File: config.mk
export PLATFORM = sky130hd
export DESIGN_NAME = pack_top
export DESIGN_NICKNAME = d
export VERILOG_FILES = /design/src/design/pack_frame_pkg.sv /design/src/design/pack_cfg_pkg.sv /design/src/design/pack_cfg_regs.sv /design/src/design/pack_main.sv /design/src/design/pack_wrap_gen.sv /design/src/design/pack_load_gen.sv /design/src/design/pack_crc_mux.sv /design/src/design/pack_top.sv
export VERILOG_INCLUDE_DIRS = /design/src /design/src/design
export SDC_FILE = /design/constraint.sdc
export NUM_CORES = 1
export LEC_CHECK = 0
export ABC_AREA = 1
export BUFFER_PORTS_ARGS = -buffer_cell sky130_fd_sc_hd__buf_2
export CELL_PAD_IN_SITES_DETAIL_PLACEMENT = 1
export CELL_PAD_IN_SITES_GLOBAL_PLACEMENT = 2
export CORE_ASPECT_RATIO = 1.75
export CORE_UTILIZATION = 38
export CTS_CLUSTER_SIZE = 40
export DETAILED_ROUTE_END_ITERATION = 16
export PLACE_DENSITY = 0.95
export SETUP_SLACK_MARGIN = 0.02
export SLEW_MARGIN = 25
export SYNTH_ARGS = -nofsm -noshare
export SYNTH_HDL_FRONTEND = slang
export SYNTH_HIERARCHICAL = 1
export SYNTH_SLANG_ARGS = --single-unit
File: constraint.sdc
create_clock -name clk_sys -period 8.3 [get_ports clk_sys]
set_input_delay 0.83 -clock clk_sys [delete_from_list [all_inputs] [get_ports clk_sys]]
set_output_delay 0.83 -clock clk_sys [all_outputs]
set_load 0.01 [all_outputs]
File: src/design/pack_macros.svh
// frame packer constants for sync, tail, CRC and APB register map
`ifndef PACK_MACROS_SVH
`define PACK_MACROS_SVH

// head sync pattern
`define PACK_SYNC0 8'hA5
`define PACK_SYNC1 8'h5A

// tail pattern
`define PACK_TAIL0 8'hC3
`define PACK_TAIL1 8'h3C

// CRC-8 from init 0x00 and MSB first
`define PACK_CRC_POLY 8'h07

// APB register offsets
`define PACK_REG_CTRL 8'h00
`define PACK_REG_LEN  8'h04
`define PACK_REG_CNT  8'h08

`endif

File: src/design/pack_frame_pkg.sv
// frame packer stream-side types for bytes, seconds, sequencer states and beats
`default_nettype none

package pack_frame_pkg;

	typedef logic [7:0]  byte_t;  // one stream byte.
	typedef logic [31:0] sec_t;   // utc seconds.
	typedef logic [7:0]  seq_t;   // frame sequence number.

	// sequencer states in 4-bit codes
	typedef enum logic [3:0] {
		st_idle      = 4'h0,
		st_fire_head = 4'h1,
		st_wait_head = 4'h2,
		st_fire_load = 4'h3,
		st_wait_load = 4'h4,
		st_fire_tail = 4'h5,
		st_wait_tail = 4'h6,
		st_fire_crc  = 4'hc,
		st_wait_crc  = 4'hd,
		st_done      = 4'hf
	} pack_state_e;

	typedef struct packed {
		byte_t data;  // stream byte.
		logic  last;  // set on crc byte only.
	} beat_t;

endpackage

`default_nettype wire

File: src/design/pack_cfg_pkg.sv
// frame packer configuration types for APB request, response and config word
`default_nettype none

package pack_cfg_pkg;
	import pack_frame_pkg::*;

	typedef logic [7:0]  apb_addr_t;
	typedef logic [31:0] apb_data_t;

	typedef struct packed {
		logic      psel;
		logic      penable;
		logic      pwrite;
		apb_addr_t paddr;
		apb_data_t pwdata;
	} apb_req_t;

	typedef struct packed {
		apb_data_t prdata;
		logic      pready;
		logic      pslverr;
	} apb_rsp_t;

	typedef struct packed {
		logic  pack_en;   // ctrl bit 0.
		byte_t load_len;  // payload bytes per frame.
	} pack_cfg_t;

endpackage

`default_nettype wire

File: src/design/pack_cfg_regs.sv
// APB register block for packer enable, payload length and frame count
`timescale 1ns/1ps
`default_nettype none
`include "pack_macros.svh"

module pack_cfg_regs import pack_cfg_pkg::*; (
	input  wire logic      clk_sys,
	input  wire logic      rst_n,
	input  wire apb_req_t  apb_req,
	input  wire logic      frame_done,
	output      apb_rsp_t  apb_rsp,
	output      pack_cfg_t cfg
);

	pack_cfg_t   cfg_q;
	logic [15:0] frm_cnt_q;
	logic        pslverr_q;
	apb_data_t   prdata_q;
	apb_data_t   rd_data;
	logic        acc_err;
	logic        setup;
	logic        wr_en;

	assign setup = apb_req.psel & ~apb_req.penable;
	assign wr_en = apb_req.psel & apb_req.penable & apb_req.pwrite;

	// ######################################################################
	// address decode
	always_comb begin
		rd_data = '0;
		acc_err = 1'b0;
		case (apb_req.paddr)
			`PACK_REG_CTRL: rd_data = {31'd0, cfg_q.pack_en};
			`PACK_REG_LEN:  rd_data = {24'd0, cfg_q.load_len};
			`PACK_REG_CNT: begin
				rd_data = {16'd0, frm_cnt_q};
				acc_err = apb_req.pwrite;  // read only.
			end
			default:        acc_err = 1'b1;
		endcase
		if (acc_err)
			rd_data = '0;
	end

	// ######################################################################
	// registers
	always_ff @(posedge clk_sys or negedge rst_n) begin
		if (!rst_n) begin
			cfg_q     <= '0;
			frm_cnt_q <= '0;
			pslverr_q <= 1'b0;
		end else begin
			pslverr_q <= setup & acc_err;  // shown in access phase.
			if (wr_en && apb_req.paddr == `PACK_REG_CTRL)
				cfg_q.pack_en <= apb_req.pwdata[0];
			if (wr_en && apb_req.paddr == `PACK_REG_LEN)
				cfg_q.load_len <= apb_req.pwdata[7:0];
			if (frame_done)
				frm_cnt_q <= frm_cnt_q + 16'd1;  // wraps.
		end
	end

	// read data captured in setup and held for access.
	always_ff @(posedge clk_sys) begin
		if (setup)
			prdata_q <= rd_data;
	end

	assign apb_rsp = '{prdata: prdata_q, pready: 1'b1, pslverr: pslverr_q};
	assign cfg     = cfg_q;

endmodule

`default_nettype wire

File: src/design/pack_main.sv
// frame sequencer firing head, payload, tail and CRC on each seconds change
`timescale 1ns/1ps
`default_nettype none

module pack_main import pack_frame_pkg::*, pack_cfg_pkg::*; (
	input  wire logic      clk_sys,
	input  wire logic      rst_n,
	input  wire pack_cfg_t cfg,
	input  wire sec_t      utc_sec,
	input  wire logic      done_head,
	input  wire logic      done_load,
	input  wire logic      done_tail,
	input  wire logic      done_crc,
	output      logic      fire_head,
	output      logic      fire_load,
	output      logic      fire_tail,
	output      logic      fire_crc,
	output      seq_t      seq,
	output      logic      pk_frm,
	output      logic      frame_done
);

	pack_state_e st_q;
	sec_t        utc_sec_q;
	seq_t        seq_q;
	logic        sec_chg;

	assign sec_chg = (utc_sec != utc_sec_q);

	// ######################################################################
	// main FSM
	always_ff @(posedge clk_sys or negedge rst_n) begin
		if (!rst_n) begin
			st_q <= st_idle;
		end else begin
			case (st_q)
				st_idle:      st_q <= (cfg.pack_en && sec_chg) ? st_fire_head : st_idle;
				st_fire_head: st_q <= st_wait_head;
				st_wait_head: st_q <= done_head ? st_fire_load : st_wait_head;
				st_fire_load: st_q <= st_wait_load;
				st_wait_load: st_q <= done_load ? st_fire_tail : st_wait_load;
				st_fire_tail: st_q <= st_wait_tail;
				st_wait_tail: st_q <= done_tail ? st_fire_crc : st_wait_tail;
				st_fire_crc:  st_q <= st_wait_crc;
				st_wait_crc:  st_q <= done_crc ? st_done : st_wait_crc;
				st_done:      st_q <= st_idle;
				default:      st_q <= st_idle;
			endcase
		end
	end

	// seconds copy for change detect, sequence number.
	always_ff @(posedge clk_sys or negedge rst_n) begin
		if (!rst_n) begin
			utc_sec_q <= '0;
			seq_q     <= '0;
		end else begin
			utc_sec_q <= utc_sec;
			if (st_q == st_done)
				seq_q <= seq_q + 8'd1;
		end
	end

	assign fire_head  = (st_q == st_fire_head);
	assign fire_load  = (st_q == st_fire_load);
	assign fire_tail  = (st_q == st_fire_tail);
	assign fire_crc   = (st_q == st_fire_crc);
	assign frame_done = (st_q == st_done);
	assign pk_frm     = (st_q != st_idle);  // frame in progress.
	assign seq        = seq_q;

endmodule

`default_nettype wire

File: src/design/pack_wrap_gen.sv
// head and tail byte generator stepping through sync, seconds, seq and length
`timescale 1ns/1ps
`default_nettype none
`include "pack_macros.svh"

module pack_wrap_gen import pack_frame_pkg::*; (
	input  wire logic  clk_sys,
	input  wire logic  rst_n,
	input  wire logic  fire_head,
	input  wire logic  fire_tail,
	input  wire sec_t  utc_sec,
	input  wire seq_t  seq,
	input  wire byte_t load_len,
	input  wire logic  ready,
	output      logic  valid,
	output      beat_t beat,
	output      logic  done_head,
	output      logic  done_tail
);

	logic       active_q;
	logic       head_q;   // 1 = head, 0 = tail.
	logic [2:0] idx_q;
	sec_t       sec_q;
	seq_t       seq_q;
	byte_t      len_q;
	byte_t      data;
	logic       seg_end;

	assign seg_end = active_q & ready & (idx_q == (head_q ? 3'd7 : 3'd1));

	always_ff @(posedge clk_sys or negedge rst_n) begin
		if (!rst_n) begin
			active_q <= 1'b0;
			head_q   <= 1'b0;
			idx_q    <= '0;
		end else if (fire_head || fire_tail) begin
			active_q <= 1'b1;
			head_q   <= fire_head;
			idx_q    <= '0;
		end else if (seg_end) begin
			active_q <= 1'b0;
		end else if (active_q && ready) begin
			idx_q <= idx_q + 3'd1;  // next byte.
		end
	end

	// frame values for the head.
	always_ff @(posedge clk_sys) begin
		if (fire_head) begin
			sec_q <= utc_sec;
			seq_q <= seq;
			len_q <= load_len;
		end
	end

	always_comb begin
		case (idx_q)
			3'd0:    data = head_q ? `PACK_SYNC0 : `PACK_TAIL0;
			3'd1:    data = head_q ? `PACK_SYNC1 : `PACK_TAIL1;
			3'd2:    data = sec_q[31:24];  // seconds from the high byte.
			3'd3:    data = sec_q[23:16];
			3'd4:    data = sec_q[15:8];
			3'd5:    data = sec_q[7:0];
			3'd6:    data = seq_q;
			default: data = len_q;
		endcase
	end

	assign valid     = active_q;
	assign beat      = '{data: data, last: 1'b0};
	assign done_head = seg_end & head_q;
	assign done_tail = seg_end & ~head_q;

endmodule

`default_nettype wire

File: src/design/pack_load_gen.sv
// payload generator emitting an incrementing byte run seeded by the sequence
`timescale 1ns/1ps
`default_nettype none

module pack_load_gen import pack_frame_pkg::*, pack_cfg_pkg::*; (
	input  wire logic      clk_sys,
	input  wire logic      rst_n,
	input  wire logic      fire_load,
	input  wire pack_cfg_t cfg,
	input  wire seq_t      seq,
	input  wire logic      ready,
	output      logic      valid,
	output      beat_t     beat,
	output      logic      done_load
);

	logic  active_q;
	logic  zero_q;    // empty payload gives done next cycle.
	byte_t rem_q;
	byte_t data_q;
	logic  last_xfer;

	assign last_xfer = active_q & ready & (rem_q == 8'd1);

	always_ff @(posedge clk_sys or negedge rst_n) begin
		if (!rst_n) begin
			active_q <= 1'b0;
			zero_q   <= 1'b0;
			rem_q    <= '0;
		end else begin
			zero_q <= fire_load & (cfg.load_len == 8'd0);
			if (fire_load) begin
				active_q <= (cfg.load_len != 8'd0);
				rem_q    <= cfg.load_len;
			end else if (active_q && ready) begin
				active_q <= ~last_xfer;
				rem_q    <= rem_q - 8'd1;
			end
		end
	end

	// byte i = seq + i.
	always_ff @(posedge clk_sys) begin
		if (fire_load)
			data_q <= seq;
		else if (active_q && ready)
			data_q <= data_q + 8'd1;
	end

	assign valid     = active_q;
	assign beat      = '{data: data_q, last: 1'b0};
	assign done_load = zero_q | last_xfer;

endmodule

`default_nettype wire

File: src/design/pack_crc_mux.sv
// output merger that steers ready to the active source and appends the CRC-8 byte
`timescale 1ns/1ps
`default_nettype none
`include "pack_macros.svh"

module pack_crc_mux import pack_frame_pkg::*; (
	input  wire logic  clk_sys,
	input  wire logic  rst_n,
	input  wire logic  fire_head,
	input  wire logic  fire_crc,
	input  wire logic  wrap_valid,
	input  wire beat_t wrap_beat,
	input  wire logic  load_valid,
	input  wire beat_t load_beat,
	input  wire logic  out_ready,
	output      logic  wrap_ready,
	output      logic  load_ready,
	output      logic  out_valid,
	output      beat_t out_beat,
	output      logic  done_crc
);

	byte_t crc_q;
	logic  crc_active_q;
	logic  xfer;

	// one CRC-8 step over a whole byte taken msb first
	function automatic byte_t crc8_byte(input byte_t crc, input byte_t data);
		byte_t c;
		c = crc ^ data;
		for (int i = 0; i < 8; i++)
			c = c[7] ? ((c << 1) ^ `PACK_CRC_POLY) : (c << 1);
		return c;
	endfunction

	// ######################################################################
	// source select with only one source active at a time
	always_comb begin
		if (crc_active_q)
			out_beat = '{data: crc_q, last: 1'b1};
		else if (load_valid)
			out_beat = load_beat;
		else
			out_beat = wrap_beat;
	end

	assign out_valid  = wrap_valid | load_valid | crc_active_q;
	assign load_ready = out_ready & ~crc_active_q;
	assign wrap_ready = out_ready & ~crc_active_q & ~load_valid;
	assign xfer       = out_valid & out_ready;
	assign done_crc   = crc_active_q & out_ready;

	// ######################################################################
	// running CRC and the closing byte
	always_ff @(posedge clk_sys or negedge rst_n) begin
		if (!rst_n) begin
			crc_q        <= '0;
			crc_active_q <= 1'b0;
		end else begin
			if (fire_head)
				crc_q <= '0;  // new frame.
			else if (xfer && !crc_active_q)
				crc_q <= crc8_byte(crc_q, out_beat.data);
			if (fire_crc)
				crc_active_q <= 1'b1;
			else if (done_crc)
				crc_active_q <= 1'b0;
		end
	end

endmodule

`default_nettype wire

File: src/design/pack_top.sv
// frame packer top joining register block, sequencer, generators and merger
`timescale 1ns/1ps
`default_nettype none

module pack_top import pack_frame_pkg::*, pack_cfg_pkg::*; (
	input  wire logic     clk_sys,
	input  wire logic     rst_n,
	input  wire apb_req_t apb_req,
	input  wire sec_t     utc_sec,
	input  wire logic     out_ready,
	output      apb_rsp_t apb_rsp,
	output      logic     out_valid,
	output      beat_t    out_beat,
	output      logic     pk_frm
);

	pack_cfg_t cfg;
	seq_t      seq;
	logic      frame_done;
	logic      fire_head, fire_load, fire_tail, fire_crc;
	logic      done_head, done_load, done_tail, done_crc;
	logic      wrap_valid, wrap_ready;
	logic      load_valid, load_ready;
	beat_t     wrap_beat, load_beat;

	pack_cfg_regs regs0 (
		.clk_sys(clk_sys), .rst_n(rst_n), .apb_req(apb_req),
		.frame_done(frame_done), .apb_rsp(apb_rsp), .cfg(cfg)
	);

	pack_main main0 (
		.clk_sys(clk_sys), .rst_n(rst_n), .cfg(cfg), .utc_sec(utc_sec),
		.done_head(done_head), .done_load(done_load),
		.done_tail(done_tail), .done_crc(done_crc),
		.fire_head(fire_head), .fire_load(fire_load),
		.fire_tail(fire_tail), .fire_crc(fire_crc),
		.seq(seq), .pk_frm(pk_frm), .frame_done(frame_done)
	);

	pack_wrap_gen wrap0 (
		.clk_sys(clk_sys), .rst_n(rst_n), .fire_head(fire_head),
		.fire_tail(fire_tail), .utc_sec(utc_sec), .seq(seq),
		.load_len(cfg.load_len), .ready(wrap_ready), .valid(wrap_valid),
		.beat(wrap_beat), .done_head(done_head), .done_tail(done_tail)
	);

	pack_load_gen load0 (
		.clk_sys(clk_sys), .rst_n(rst_n), .fire_load(fire_load), .cfg(cfg),
		.seq(seq), .ready(load_ready), .valid(load_valid), .beat(load_beat),
		.done_load(done_load)
	);

	pack_crc_mux crc0 (
		.clk_sys(clk_sys), .rst_n(rst_n), .fire_head(fire_head),
		.fire_crc(fire_crc), .wrap_valid(wrap_valid), .wrap_beat(wrap_beat),
		.load_valid(load_valid), .load_beat(load_beat), .out_ready(out_ready),
		.wrap_ready(wrap_ready), .load_ready(load_ready),
		.out_valid(out_valid), .out_beat(out_beat), .done_crc(done_crc)
	);

endmodule

`default_nettype wire

==> run summary <==
Placer Congestion: 0.813
min-delay worst type: input port to asynchronous set/reset pin
switching part of the total: 38.3%
CTS hold repair buffers: 0
Reg clk slew, reported paths: 0.07 ns
antenna diode count: 0
reg-to-reg startpoint: wrap0/idx_q[2]$_DFFE_PN0P_
Crit Path Category: register to output port
status: complete, no violations
top post-synthesis cells by area: dfrtp_1 (28%), edfxtp_1 (25%), nand2_1 (13%)
reg2reg setup slack: 5.46 ns
sequential cell fraction of total power: 36.2%
Leakage: 4.68 nW
Tightest Pin Transition: 0.836 ns
Mapped Cells: 956
largest net degree at the start of global routing: 65
Max clock buf depth: 2
Cell Int Power: 1.70 mW
Clock power frac: 28.7%
routed vias: 6483
1st-iter DRT viols: 177
area leader, netlist: dfrtp_1
commonest cells in the netlist: nand2_1 (285), inv_1 (121), dfrtp_1 (94)
Top FF cell, synth: dfrtp_1
fin nets: 1131
Root Buffer: clkbuf_16
Mapped Avg Cell Area: 8.92 µm²
reg2reg end: crc0/crc_q[4]$_DFFE_PN0P_
Final Hold Fails: 0
Routed wire per std cell: 15.9 µm
global-route wire length before repair: 35700 µm
Startpoint Class: register
unrepaired setup endpoints after global routing: false
final instance area: 9740 µm²
Fin Setup TNS: 0 ns
Synthesis Warnings: 6
final WL: 21600 µm
Initial Util: 38.7%
Residual DRC: 0
cts repair resizes: 0
Tcrit/Tclk final: 44.0%
Async SR Flop Fraction: 56.6%
fmax: 274 MHz
Comb power frac: 35.1%
post-place instance area: 9140 µm²
TritonCTS Buffers: 17
CP startpoint: wrap0/idx_q[2]$_DFFE_PN0P_
layout cell share with drive strength beyond 1: 17.7%
port bufs: 81
Ports: 123
CTS Sinks: 166
Pins Over Slew Limit: 0
FF+latch count, synth: 166
vias in the first global route: 7111
post-synthesis cell type count: 45
TritonRoute pass-1 iters: 4
Final WS setup: 4.65 ns
via/cell ratio: 4.80
Die Ht: 200 µm
IR drop worst, VDD: 148 µV
count leader, synth: nand2_1
Post-Syn Area: 8530 µm²
die width: 115 µm
worst path arrival time: 2.82 ns
Setup WS pre-CTS: 5.13 ns
Setup Viol. Count Final: 0
Core ar.: 22100 µm²
Period minus WS final: 3.65 ns
relative slew slack: 44.3%
P_sw: 1.05 mW
Final Skew: 0.00856 ns
Final ANT Viol Nets: 0
area grow syn2layout: 14.1%
gr ovfl total: 0
post-synth top area share: 27.6%
DP HPWL: 16400 µm
Max Cap Viol: 0
CP endpoint kind: output port
initial antenna violation count: 0
Die ar.: 23100 µm²
post-CTS setup buffer count: 0
TritonCTS clock tree: built
power per cell area: 283 nW/µm²
clock latency on the worst-skew pair: 0.43 ns
Crit Path Max Fanout: 12
Reg2Reg Depth: 14
H-tree depth: 4
CP required: 7.47 ns
Seq/Total Area, Yosys: 52.9%
GRT Overall Usage: 20.3%
number of flops mapped to enable cells by yosys: 72
Std-Cell Rows: 72
cells in the final DEF, fill, tap and decap left out, types with 10 or more instances in the layout:
cell and n:
buf_2 80, clkbuf_16 17, conb_1 19, dfrtp_1 94, edfxtp_1 72, ha_1 10
inv_1 121, inv_2 10, nand2_1 285, nand2_2 16, nand3_1 62, nand3_2 11
nand4_1 23, nor2_1 76, o21ai_0 22, xnor2_1 27, xor2_1 15
how the worst max path moves through the flow:
stage,to,slack [ns]
after floorplan,crc0/crc_q[2]$_DFFE_PN0P_,4.68
after global placement,out_beat[4],5.12
after detailed placement,out_beat[4],5.13
after CTS,out_beat[4],4.60
after global routing,out_beat[7],4.47
final,out_beat[4],4.65
stage by stage:
step	hold WS (ns)	instances	util, %	power [mW]
detailed placement	0.477	1320	41.4	1.99
global route	0.353	1352	44.1	2.95
global placement	0.462	1320	41.4	1.95
floorplan	0.447	971	-	1.70
finish	0.333	1352	44.1	2.75
CTS	0.343	1352	44.1	2.79
per-layer routing:
| metal | routed length [µm] | track usage, % |
|---|---|---|
| met4 | 937 | 10.3 |
| met2 | 12200 | 38.7 |
| met5 | 0 | 0 |
| met1 | 7890 | 20.6 |
| met3 | 534 | 3.39 |
kinds of logic after synthesis:
logic type | Yosys count | synth area share, %
buffers and inverters | 163 | 8.81
xor gates and xnor gates | 43 | 4.50
muxes | 1 | 0.132
and+or+nand+nor | 513 | 28.0
adders and majority gates | 10 | 1.47
AOI/OAI and AO/OA | 56 | 4.03
DFF | 166 | 52.9
other | 4 | 0.176
worst max-delay path: stages (launching register included):
cell and delay [ns]:
dfrtp_1 0.63, inv_2 0.12, ha_1 0.36, nand2_1 0.11, nand2_1 0.07, nor2_1 0.27
nand4_1 0.22, or2_4 0.29, nand3_2 0.07, o21ai_0 0.08, buf_2 0.16
final cells by class:
type,instances,area [µm²]
Multi-Input combinational cell,642,3330
Timing Repair Buffer,85,438
Tap cell,296,370
Clock inverter,13,140
Inverter,131,492
Fill cell,2631,12300
Clock buffer,19,453
Sequential cell,166,4510
flip-flops by register name (all words and copies together), names as in the netlist, 3 cells and up:
register,cells
main0/utc_sec_q,32
wrap0/sec_q,32
regs0/frm_cnt_q,16
regs0/prdata_q,16
regs0/cfg,9
crc0/crc_q,8
load0/data_q,8
load0/rem_q,8
main0/seq,8
wrap0/len_q,8
wrap0/seq_q,8
main0/st_q,4
wrap0/idx_q,3
power groups by stage:
| stage | Combinational (mW) | Sequential [mW] | Clock, mW |
|---|---|---|---|
| after floorplan | 0.710 | 0.991 | 0 |
| after global placement | 0.945 | 1.01 | 0 |
| after detailed placement | 0.973 | 1.01 | 0 |
| after CTS | 0.983 | 0.997 | 0.809 |
| after global routing | 1.10 | 1.01 | 0.841 |
| final | 0.967 | 0.997 | 0.790 |
Power figures use the tool's default switching activity.
